### config.mk
export PLATFORM = sky130hd
export DESIGN_NAME = mb_top
export DESIGN_NICKNAME = d
export VERILOG_FILES = /design/src/rtl/mb_pkg.sv /design/src/rtl/mb_axil_regs.sv /design/src/rtl/mb_seq_gen.sv /design/src/rtl/mb_word_fifo.sv /design/src/rtl/mb_icap_port.sv /design/src/rtl/mb_top.sv
export VERILOG_INCLUDE_DIRS = /design/src /design/src/rtl
export SDC_FILE = /design/constraint.sdc
export NUM_CORES = 1
export LEC_CHECK = 0
export BUFFER_PORTS_ARGS = -buffer_cell sky130_fd_sc_hd__buf_2
export CAP_MARGIN = 5
export CORE_MARGIN = 2
export CORE_UTILIZATION = 37
export CTS_CLUSTER_DIAMETER = 40
export DETAILED_ROUTE_END_ITERATION = 10
export PLACE_DENSITY_LB_ADDON = 0.08
export SLEW_MARGIN = 5
export SYNTH_ARGS = -nofsm -noshare
export SYNTH_HDL_FRONTEND = slang
export SYNTH_HIERARCHICAL = 1
export SYNTH_SLANG_ARGS = --single-unit
### constraint.sdc
create_clock -name clk -period 3.3 [get_ports clk]
set_input_delay 0.33 -clock clk [delete_from_list [all_inputs] [get_ports clk]]
set_output_delay 0.33 -clock clk [all_outputs]
set_load 0.005 [all_outputs]
### src/rtl/mb_config.svh
`ifndef MB_CONFIG_SVH
`define MB_CONFIG_SVH

////////////////////////////////////////////////////////////////////////
// axi4-lite register map
////////////////////////////////////////////////////////////////////////
`define MB_AXI_ADDR_W 4 // byte address bits on the slave port
`define MB_REG_BOOT_ADDR 4'h0 // prom address of next image
`define MB_REG_CTRL 4'h4 // bit 0 requests reboot
`define MB_REG_STATUS 4'h8 // busy and done counter

////////////////////////////////////////////////////////////////////////
// command path sizing
////////////////////////////////////////////////////////////////////////
`define MB_FIFO_DEPTH 4 // entries between generator and driver
`define MB_GUARD_CYCLES 2 // enabled idle cycles around a burst
`define MB_SEQ_LEN 18 // words in one reboot stream

`endif

### src/rtl/mb_pkg.sv
package mb_pkg;

	////////////////////////////////////////////////////////////////////////
	// command stream payload
	////////////////////////////////////////////////////////////////////////

	// one config byte, msb first as written in the command table
	typedef logic [7:0] icap_word_t;

	// prom address for the warm boot
	typedef logic [23:0] boot_addr_t;

	// fifo entry, last marks word 18 of a sequence
	typedef struct packed {
		logic last; // final word of the burst
		icap_word_t word; // byte in logical order
	} fifo_entry_t;

	////////////////////////////////////////////////////////////////////////
	// bus response codes
	////////////////////////////////////////////////////////////////////////

	typedef enum logic [1:0] {
		resp_okay = 2'b00, // normal access
		resp_slverr = 2'b10 // unmapped or refused
	} axi_resp_t;

endpackage

### src/rtl/mb_axil_regs.sv
`timescale 1ns/10ps
`include "mb_config.svh"

module mb_axil_regs
(
	input logic clk,
	input logic rst_n,
	input logic [`MB_AXI_ADDR_W-1:0] awaddr, // write address
	input logic awvalid,
	output logic awready,
	input logic [31:0] wdata, // write data
	input logic [3:0] wstrb, // byte lanes
	input logic wvalid,
	output logic wready,
	output mb_pkg::axi_resp_t bresp, // write response
	output logic bvalid,
	input logic bready,
	input logic [`MB_AXI_ADDR_W-1:0] araddr, // read address
	input logic arvalid,
	output logic arready,
	output logic [31:0] rdata, // read data
	output mb_pkg::axi_resp_t rresp, // read response
	output logic rvalid,
	input logic rready,
	input logic done, // sequence finished on icap
	output logic start, // one cycle reboot request
	output mb_pkg::boot_addr_t boot_addr // address for generator
);

	logic aw_held; // write address captured
	logic w_held; // write data captured
	logic [`MB_AXI_ADDR_W-1:0] aw_addr_q; // held write offset
	logic [31:0] w_data_q; // held write data
	logic [3:0] w_strb_q; // held byte enables
	logic wr_fire; // both halves here, commit write
	logic ctrl_go; // ctrl write with bit 0 set
	logic busy; // reboot in flight
	logic [7:0] done_cnt; // completed sequences, wraps
	mb_pkg::axi_resp_t wr_resp; // response for committed write
	mb_pkg::axi_resp_t rd_resp; // response for accepted read
	logic [31:0] rd_data; // decoded read value

	assign awready = !aw_held; // one address slot
	assign wready = !w_held; // one data slot
	assign arready = !rvalid; // no read pending
	assign wr_fire = aw_held && w_held && !bvalid; // waits out stalled bready
	assign ctrl_go = (aw_addr_q == `MB_REG_CTRL) && w_strb_q[0] && w_data_q[0];

	////////////////////////////////////////////////////////////////////////
	// address decode
	////////////////////////////////////////////////////////////////////////

	always_comb
	begin
		if (aw_addr_q == `MB_REG_BOOT_ADDR || aw_addr_q == `MB_REG_STATUS)
			wr_resp = mb_pkg::resp_okay; // status writes ignored
		else if (aw_addr_q == `MB_REG_CTRL)
			wr_resp = (ctrl_go && busy) ? mb_pkg::resp_slverr : mb_pkg::resp_okay;
		else
			wr_resp = mb_pkg::resp_slverr; // unmapped
	end

	always_comb
	begin
		rd_data = '0; // unmapped and ctrl read zero
		rd_resp = mb_pkg::resp_okay;
		case (araddr)
			`MB_REG_BOOT_ADDR: rd_data = {8'h00, boot_addr}; // top byte zero
			`MB_REG_CTRL: rd_data = '0; // write only
			`MB_REG_STATUS: rd_data = {16'h0000, done_cnt, 7'h00, busy};
			default: rd_resp = mb_pkg::resp_slverr;
		endcase
	end

	////////////////////////////////////////////////////////////////////////
	// control state
	////////////////////////////////////////////////////////////////////////

	always_ff @(posedge clk)
	begin
		if (!rst_n)
		begin
			aw_held <= 1'b0;
			w_held <= 1'b0;
			bvalid <= 1'b0;
			rvalid <= 1'b0;
			start <= 1'b0;
			busy <= 1'b0;
			done_cnt <= 8'h00;
			boot_addr <= '0; // reads zero after reset
		end
		else
		begin
			start <= 1'b0; // single cycle pulse
			if (awvalid && awready)
				aw_held <= 1'b1;
			if (wvalid && wready)
				w_held <= 1'b1;
			if (done)
			begin
				busy <= 1'b0; // driver closed the burst
				done_cnt <= done_cnt + 8'd1;
			end
			if (wr_fire)
			begin
				aw_held <= 1'b0; // free both slots
				w_held <= 1'b0;
				bvalid <= 1'b1;
				if (aw_addr_q == `MB_REG_BOOT_ADDR)
				begin
					for (int i = 0; i < 3; i++)
					begin
						if (w_strb_q[i])
							boot_addr[i*8 +: 8] <= w_data_q[i*8 +: 8]; // lane merge
					end
				end
				if (ctrl_go && !busy)
				begin
					start <= 1'b1; // accepted only when idle
					busy <= 1'b1;
				end
			end
			else if (bvalid && bready)
				bvalid <= 1'b0;
			if (arvalid && arready)
				rvalid <= 1'b1;
			else if (rvalid && rready)
				rvalid <= 1'b0;
		end
	end

	// held request and response payload
	always_ff @(posedge clk)
	begin
		if (awvalid && awready)
			aw_addr_q <= awaddr;
		if (wvalid && wready)
		begin
			w_data_q <= wdata;
			w_strb_q <= wstrb;
		end
		if (wr_fire)
			bresp <= wr_resp;
		if (arvalid && arready)
		begin
			rdata <= rd_data;
			rresp <= rd_resp;
		end
	end

endmodule

### src/rtl/mb_seq_gen.sv
`timescale 1ns/10ps
`include "mb_config.svh"

module mb_seq_gen
(
	input logic clk,
	input logic rst_n,
	input logic start, // reboot request from registers
	input mb_pkg::boot_addr_t boot_addr, // target prom address
	input logic push_ready, // fifo has room
	output logic push_valid, // word on offer
	output mb_pkg::fifo_entry_t push_entry // word plus last flag
);

	localparam int IDX_W = $clog2(`MB_SEQ_LEN);
	localparam logic [IDX_W-1:0] LAST_IDX = IDX_W'(`MB_SEQ_LEN - 1);

	logic active; // stream in progress
	logic [IDX_W-1:0] idx; // current table position
	mb_pkg::boot_addr_t addr_q; // address latched at start
	mb_pkg::icap_word_t word; // table lookup result
	logic push_fire; // word accepted by fifo

	assign push_valid = active;
	assign push_fire = push_valid && push_ready;
	assign push_entry = '{last: (idx == LAST_IDX), word: word};

	////////////////////////////////////////////////////////////////////////
	// reboot command table
	////////////////////////////////////////////////////////////////////////

	always_comb
	begin
		case (idx)
			0: word = 8'hAA; // sync
			1: word = 8'h99;
			2: word = 8'h32; // write general register 1
			3: word = 8'h61;
			4: word = addr_q[15:8]; // low address
			5: word = addr_q[7:0];
			6: word = 8'h32; // write general register 2
			7: word = 8'h81;
			8: word = 8'h0B; // read opcode and high address
			9: word = addr_q[23:16];
			10: word = 8'h30; // write command register
			11: word = 8'hA1;
			12: word = 8'h00; // reboot
			13: word = 8'h0E;
			14: word = 8'h20; // no-op
			15: word = 8'h00;
			16: word = 8'h20; // no-op
			17: word = 8'h00;
			default: word = 8'h20; // unreachable, no-op
		endcase
	end

	always_ff @(posedge clk)
	begin
		if (!rst_n)
		begin
			active <= 1'b0;
			idx <= '0;
		end
		else if (start)
		begin
			active <= 1'b1; // first offer next cycle
			idx <= '0;
		end
		else if (push_fire)
		begin
			if (idx == LAST_IDX)
				active <= 1'b0; // stream done
			else
				idx <= idx + 1'b1; // step only on accept
		end
	end

	always_ff @(posedge clk)
	begin
		if (start)
			addr_q <= boot_addr; // stable for the whole stream
	end

endmodule

### src/rtl/mb_word_fifo.sv
`timescale 1ns/10ps
`include "mb_config.svh"

module mb_word_fifo
(
	input logic clk,
	input logic rst_n,
	input logic push_valid, // generator offers entry
	input mb_pkg::fifo_entry_t push_entry,
	output logic push_ready, // not full
	output logic pop_valid, // not empty
	output mb_pkg::fifo_entry_t pop_entry, // head entry
	input logic pop_ready // driver takes head
);

	localparam int DEPTH = `MB_FIFO_DEPTH;
	localparam int PTR_W = (DEPTH > 1) ? $clog2(DEPTH) : 1;
	localparam int CNT_W = $clog2(DEPTH + 1);
	localparam logic [PTR_W-1:0] PTR_LAST = PTR_W'(DEPTH - 1);

	mb_pkg::fifo_entry_t mem [DEPTH]; // storage, no reset
	logic [PTR_W-1:0] wr_ptr; // next slot to write
	logic [PTR_W-1:0] rd_ptr; // head slot
	logic [CNT_W-1:0] count; // occupancy
	logic push_fire;
	logic pop_fire;

	assign push_ready = (count != CNT_W'(DEPTH));
	assign pop_valid = (count != '0); // pushed entry visible next cycle
	assign pop_entry = mem[rd_ptr];
	assign push_fire = push_valid && push_ready;
	assign pop_fire = pop_valid && pop_ready;

	always_ff @(posedge clk)
	begin
		if (!rst_n)
		begin
			wr_ptr <= '0;
			rd_ptr <= '0;
			count <= '0;
		end
		else
		begin
			if (push_fire)
				wr_ptr <= (wr_ptr == PTR_LAST) ? '0 : wr_ptr + 1'b1; // wraps any depth
			if (pop_fire)
				rd_ptr <= (rd_ptr == PTR_LAST) ? '0 : rd_ptr + 1'b1;
			if (push_fire && !pop_fire)
				count <= count + 1'b1;
			else if (pop_fire && !push_fire)
				count <= count - 1'b1;
		end
	end

	always_ff @(posedge clk)
	begin
		if (push_fire)
			mem[wr_ptr] <= push_entry;
	end

endmodule

### src/rtl/mb_icap_port.sv
`timescale 1ns/10ps
`include "mb_config.svh"

module mb_icap_port
(
	input logic clk,
	input logic rst_n,
	input logic pop_valid, // fifo has a word
	input mb_pkg::fifo_entry_t pop_entry, // head word
	output logic pop_ready, // take head this cycle
	output logic icap_ce_n, // active low enable
	output logic icap_write_n, // active low write
	output logic [7:0] icap_i, // icap bit order, d0 on bit 7
	output logic icap_clk_en, // gate for the config clock
	output logic done // one cycle at end of burst
);

	localparam int CNT_W = $clog2(`MB_GUARD_CYCLES + 1);
	localparam logic [CNT_W-1:0] LEAD_LAST = CNT_W'(`MB_GUARD_CYCLES - 1);
	localparam logic [CNT_W-1:0] TRAIL_LAST = CNT_W'(`MB_GUARD_CYCLES);

	typedef enum logic [1:0] {
		st_idle, // clock gated off
		st_lead, // guard before first word
		st_data, // streaming words
		st_trail // guard after last word
	} state_t;

	state_t state;
	logic [CNT_W-1:0] guard_cnt; // cycles spent in a guard state
	logic take; // word popped this cycle
	logic [7:0] rev; // swapped byte for the pins

	// pop on the last lead cycle so the first word follows the guard directly
	assign pop_ready = (state == st_data) || (state == st_lead && guard_cnt == LEAD_LAST);
	assign take = pop_valid && pop_ready;

	always_comb
	begin
		for (int i = 0; i < 8; i++)
			rev[i] = pop_entry.word[7-i]; // logical bit 7 lands on d0
	end

	always_ff @(posedge clk)
	begin
		if (!rst_n)
		begin
			state <= st_idle;
			guard_cnt <= '0;
			icap_ce_n <= 1'b1;
			icap_write_n <= 1'b1;
			icap_clk_en <= 1'b0;
			done <= 1'b0;
		end
		else
		begin
			done <= 1'b0;
			icap_ce_n <= !take; // idle cycle when fifo runs dry
			icap_write_n <= !take;
			guard_cnt <= guard_cnt + 1'b1;
			case (state)
				st_idle:
				begin
					guard_cnt <= '0;
					if (pop_valid)
					begin
						state <= st_lead; // enable clock next cycle
						icap_clk_en <= 1'b1;
					end
				end
				st_lead:
					if (guard_cnt == LEAD_LAST)
						state <= st_data; // first word may already be popped
				st_data:
				begin
					guard_cnt <= '0;
					if (take && pop_entry.last)
						state <= st_trail; // last word shows in first trail cycle
				end
				default:
					if (guard_cnt == TRAIL_LAST)
					begin
						state <= st_idle;
						icap_clk_en <= 1'b0;
						done <= 1'b1; // same cycle the clock drops
					end
			endcase
		end
	end

	always_ff @(posedge clk)
	begin
		if (take)
			icap_i <= rev;
	end

endmodule

### src/rtl/mb_top.sv
`timescale 1ns/10ps
`include "mb_config.svh"

module mb_top
(
	input logic clk,
	input logic rst_n,
	input logic [`MB_AXI_ADDR_W-1:0] awaddr,
	input logic awvalid,
	output logic awready,
	input logic [31:0] wdata,
	input logic [3:0] wstrb,
	input logic wvalid,
	output logic wready,
	output mb_pkg::axi_resp_t bresp,
	output logic bvalid,
	input logic bready,
	input logic [`MB_AXI_ADDR_W-1:0] araddr,
	input logic arvalid,
	output logic arready,
	output logic [31:0] rdata,
	output mb_pkg::axi_resp_t rresp,
	output logic rvalid,
	input logic rready,
	output logic icap_ce_n, // to icap ce
	output logic icap_write_n, // to icap write
	output logic [7:0] icap_i, // to icap data in
	output logic icap_clk_en // gates the icap clock
);

	logic start; // regs to generator
	mb_pkg::boot_addr_t boot_addr;
	logic push_valid; // generator to fifo
	logic push_ready;
	mb_pkg::fifo_entry_t push_entry;
	logic pop_valid; // fifo to driver
	logic pop_ready;
	mb_pkg::fifo_entry_t pop_entry;
	logic done; // driver back to regs

	mb_axil_regs u_regs (
		.clk(clk), .rst_n(rst_n),
		.awaddr(awaddr), .awvalid(awvalid), .awready(awready),
		.wdata(wdata), .wstrb(wstrb), .wvalid(wvalid), .wready(wready),
		.bresp(bresp), .bvalid(bvalid), .bready(bready),
		.araddr(araddr), .arvalid(arvalid), .arready(arready),
		.rdata(rdata), .rresp(rresp), .rvalid(rvalid), .rready(rready),
		.done(done), .start(start), .boot_addr(boot_addr)
	);

	mb_seq_gen u_seq (
		.clk(clk), .rst_n(rst_n), .start(start), .boot_addr(boot_addr),
		.push_ready(push_ready), .push_valid(push_valid), .push_entry(push_entry)
	);

	mb_word_fifo u_fifo (
		.clk(clk), .rst_n(rst_n),
		.push_valid(push_valid), .push_entry(push_entry), .push_ready(push_ready),
		.pop_valid(pop_valid), .pop_entry(pop_entry), .pop_ready(pop_ready)
	);

	mb_icap_port u_port (
		.clk(clk), .rst_n(rst_n),
		.pop_valid(pop_valid), .pop_entry(pop_entry), .pop_ready(pop_ready),
		.icap_ce_n(icap_ce_n), .icap_write_n(icap_write_n), .icap_i(icap_i),
		.icap_clk_en(icap_clk_en), .done(done)
	);

endmodule

==> out/metrics.yaml <==
outcome:
  status: "complete, no violations"
setup_path:
  crit_arrival_ns: 2.91
  r2r-start: "u_port/state[0]"
  cp_slowest_cell: "or3_2"
  critPathKind: "reg2reg"
  slowest_delay_ns: 0.40
  crit_fanout: 5
  cp-startpoint: "u_port/state[0]"
  startpoint_type: "register"
  crit_family: "adder cells"
  crit_buf_inv: 2
  end_kind: "register"
  required_ns: 3.64
  crit_chain: "inv_1, ha_1, a21o_1, o31ai_1, ha_1, inv_1, fa_1, xor2_1, or3_2, a21boi_0"
final_layout:
  multi_input_area_sq_um: 2260
  fin_util: 0.439
  diodes: 0
  seqCellArea_sq_um: 4950
  final_cell_count_no_fill: 907
  layout_commonest_cell: "edfxtp_1"
  fin_nets: 698
  drive_gt1_frac: 0.224
  fillers: 1829
  final_cell_mix: "edfxtp_1, buf_2, dfxtp_1, nand2_1, nor2_1"
  area_delta_synth_final_pct: 15.5
sta:
  setup_tns_ns: 0
  rsz0062_at_grt: "no"
  final_min_period_over_clock_period: 0.778
  finClkSkew_ns: 0.0107
  max_freq_mhz: 389
  timing.hold.ws_ns: 0.0791
  setup_viol: 0
  hold_viol: 0
  slew_viol_final: 0
  finalCriticalPeriod_ns: 2.57
  worst_slew_pin_slew_ns: 1.09
  max_slew_margin: 0.271
routing:
  wl_per_cell_microns: 15.5
  drt_iter0_markers: 140
  vias_per_cell: 4.89
  routed_wl_microns: 14100
  vias: 4432
  antenna_left: 0
  drc: 0
  firstDrtPassIters: 4
synth:
  synth_edf_count: 125
  syn_avg_cell_area_sq_um: 13.6
  synthCells: 547
  yosysWarnings: 6
  ys_ff_latch: 185
  yosysSeqAreaShare: 0.665
  syn_area_sq_um: 7450
  synth_ff_type: "edfxtp_1"
  synth_cell_type_count: 63
  synthArstFlopShare: 0
global_route:
  gr-usage-all-layers: 0.139
  antenna_found_initial: 0
  grt_pass1_wl_microns: 23100
  grt_max_degree: 56
  grt.overflow.total: 0
  first_global_vias: 4412
clock_network:
  cts_sinks: 185
  clk_latency_ns: 0.42
  clkSlewWorstSetupHoldPaths_ns: 0.07
  cts_tree: "yes"
  holdBufCountCts: 0
  root_buffer: "clkbuf_16"
  cts_max_path_buffers: 2
  cts_made_buffers: 17
  cts_max_level: 4
  cts_resized: 0
  post_cts_buffers: 0
power:
  power_density_nw_per_um2: 531
  vdd_drop_max_v: 0.000341
  p_leak_nw: 3.08
die:
  die_w_microns: 146
  start_util: 0.380
  ios: 103
  die-height_microns: 146
  fp-row-count: 51
  die-area_sq_um: 21300
  core_sq_um: 19600
placement:
  dp_hpwl_microns: 9750
  io_buffer_count: 83
  dp.cells: 875
  gp_congestion: 0.827
worst_hold_path:
  hp-start: "awaddr[3]"
  min_path_type: "in2reg"
job:
  drv_cap: 0
synth_stat cells, types with 2 or more instances:
library cell  count  share of area
or3_2             2         0.0020
xnor2_1           5         0.0059
nand2b_1          6         0.0050
nor2b_1           8         0.0067
a211oi_1          2         0.0020
inv_1            18         0.0091
nand2_1          51          0.026
buf_6             3         0.0045
and2_4            2         0.0024
mux4_2            9          0.027
clkbuf_1          7         0.0035
and3_1            5         0.0042
and3_2            4         0.0040
nor2_1           26          0.013
xor2_1            4         0.0047
o21ai_0          18          0.012
a2bb2oi_1         3         0.0035
nand3b_1          3         0.0030
buf_4            14          0.014
edfxtp_1        125           0.50
and2_1           17          0.014
a221o_1           3         0.0040
buf_2             7         0.0047
mux2i_1          23          0.031
a21o_1            2         0.0020
o31ai_1           9         0.0091
or3_1             5         0.0042
a21oi_1          23          0.015
nor3_1            6         0.0040
buf_1             2         0.0010
a32oi_1           2         0.0024
a22o_1            9          0.011
nand4_1          13          0.011
dfxtp_1          60           0.16
nand3_1           7         0.0047
ha_1             17          0.029
logic make-up after synthesis:
group / share of synthesized area
other cells: 0.000503
fa+ha+maj: 0.0312
compound gates: 0.0751
flops: 0.665
xor+xnor: 0.0106
mux: 0.0581
buf+inv: 0.0381
simple gates: 0.121
final timing paths:
path | endpoint | slack (ns) | cells after the start
setup / recovery | u_fifo/count[2] | 0.73 | 10
hold / removal | u_regs/aw_addr_q[3] | 0.08 | 1
setup reg to reg | u_fifo/count[2] | 0.73 | 10
hold reg to reg | u_port/guard_cnt[0] | 0.45 | 1
layer usage:
metal / GRT usage / up-vias / part of all wire
met4: 0.0495 / 0 / 0.015
met3: 0.0323 / 16 / 0.045
met1: 0.177 / 2141 / 0.45
li1: - / 2158 / -
met5: 0 / - / 0
met2: 0.231 / 117 / 0.49
stage by stage:
step	setup WS (ns)	total power, mW	area (sq um)
after global routing	0.530	4.77	8600
after CTS	0.710	4.63	8600
after floorplan	0.988	2.72	7480
after detailed placement	0.735	2.79	8070
after global placement	0.873	2.79	8070
final	0.732	4.57	8600
layout make-up:
type	instances	share of cell area
well taps	265	0.0386
repair buffers	88	0.0527
multi-input cells	318	0.262
flip-flops and latches	185	0.576
clock inverters	11	0.00829
clock buffers	21	0.0535
inverters	19	0.00829
registers in the layout, indices dropped and copies added (netlist names), 2 cells and up, named ones only:
register,count
u_regs/done_cnt,8
u_port/icap_i,8
u_regs/rdata,24
u_regs/w_strb_q,3
u_regs/boot_addr,24
u_fifo/mem,36
u_fifo/wr_ptr,2
u_regs/w_data_q,24
u_seq/addr_q,24
u_port/state,2
u_port/guard_cnt,2
u_regs/aw_addr_q,4
u_fifo/count,3
u_fifo/rd_ptr,2
u_seq/idx,5
where the power goes:
part / switching (mW) / total, mW / internal [mW]
sequential: 0.0265 / 2.54 / 2.52
combinational: 0.115 / 0.196 / 0.0814
clock: 0.830 / 1.83 / 1.00
total: 0.971 / 4.57 / 3.60
No activity file was read; power rests on OpenSTA's default activity.
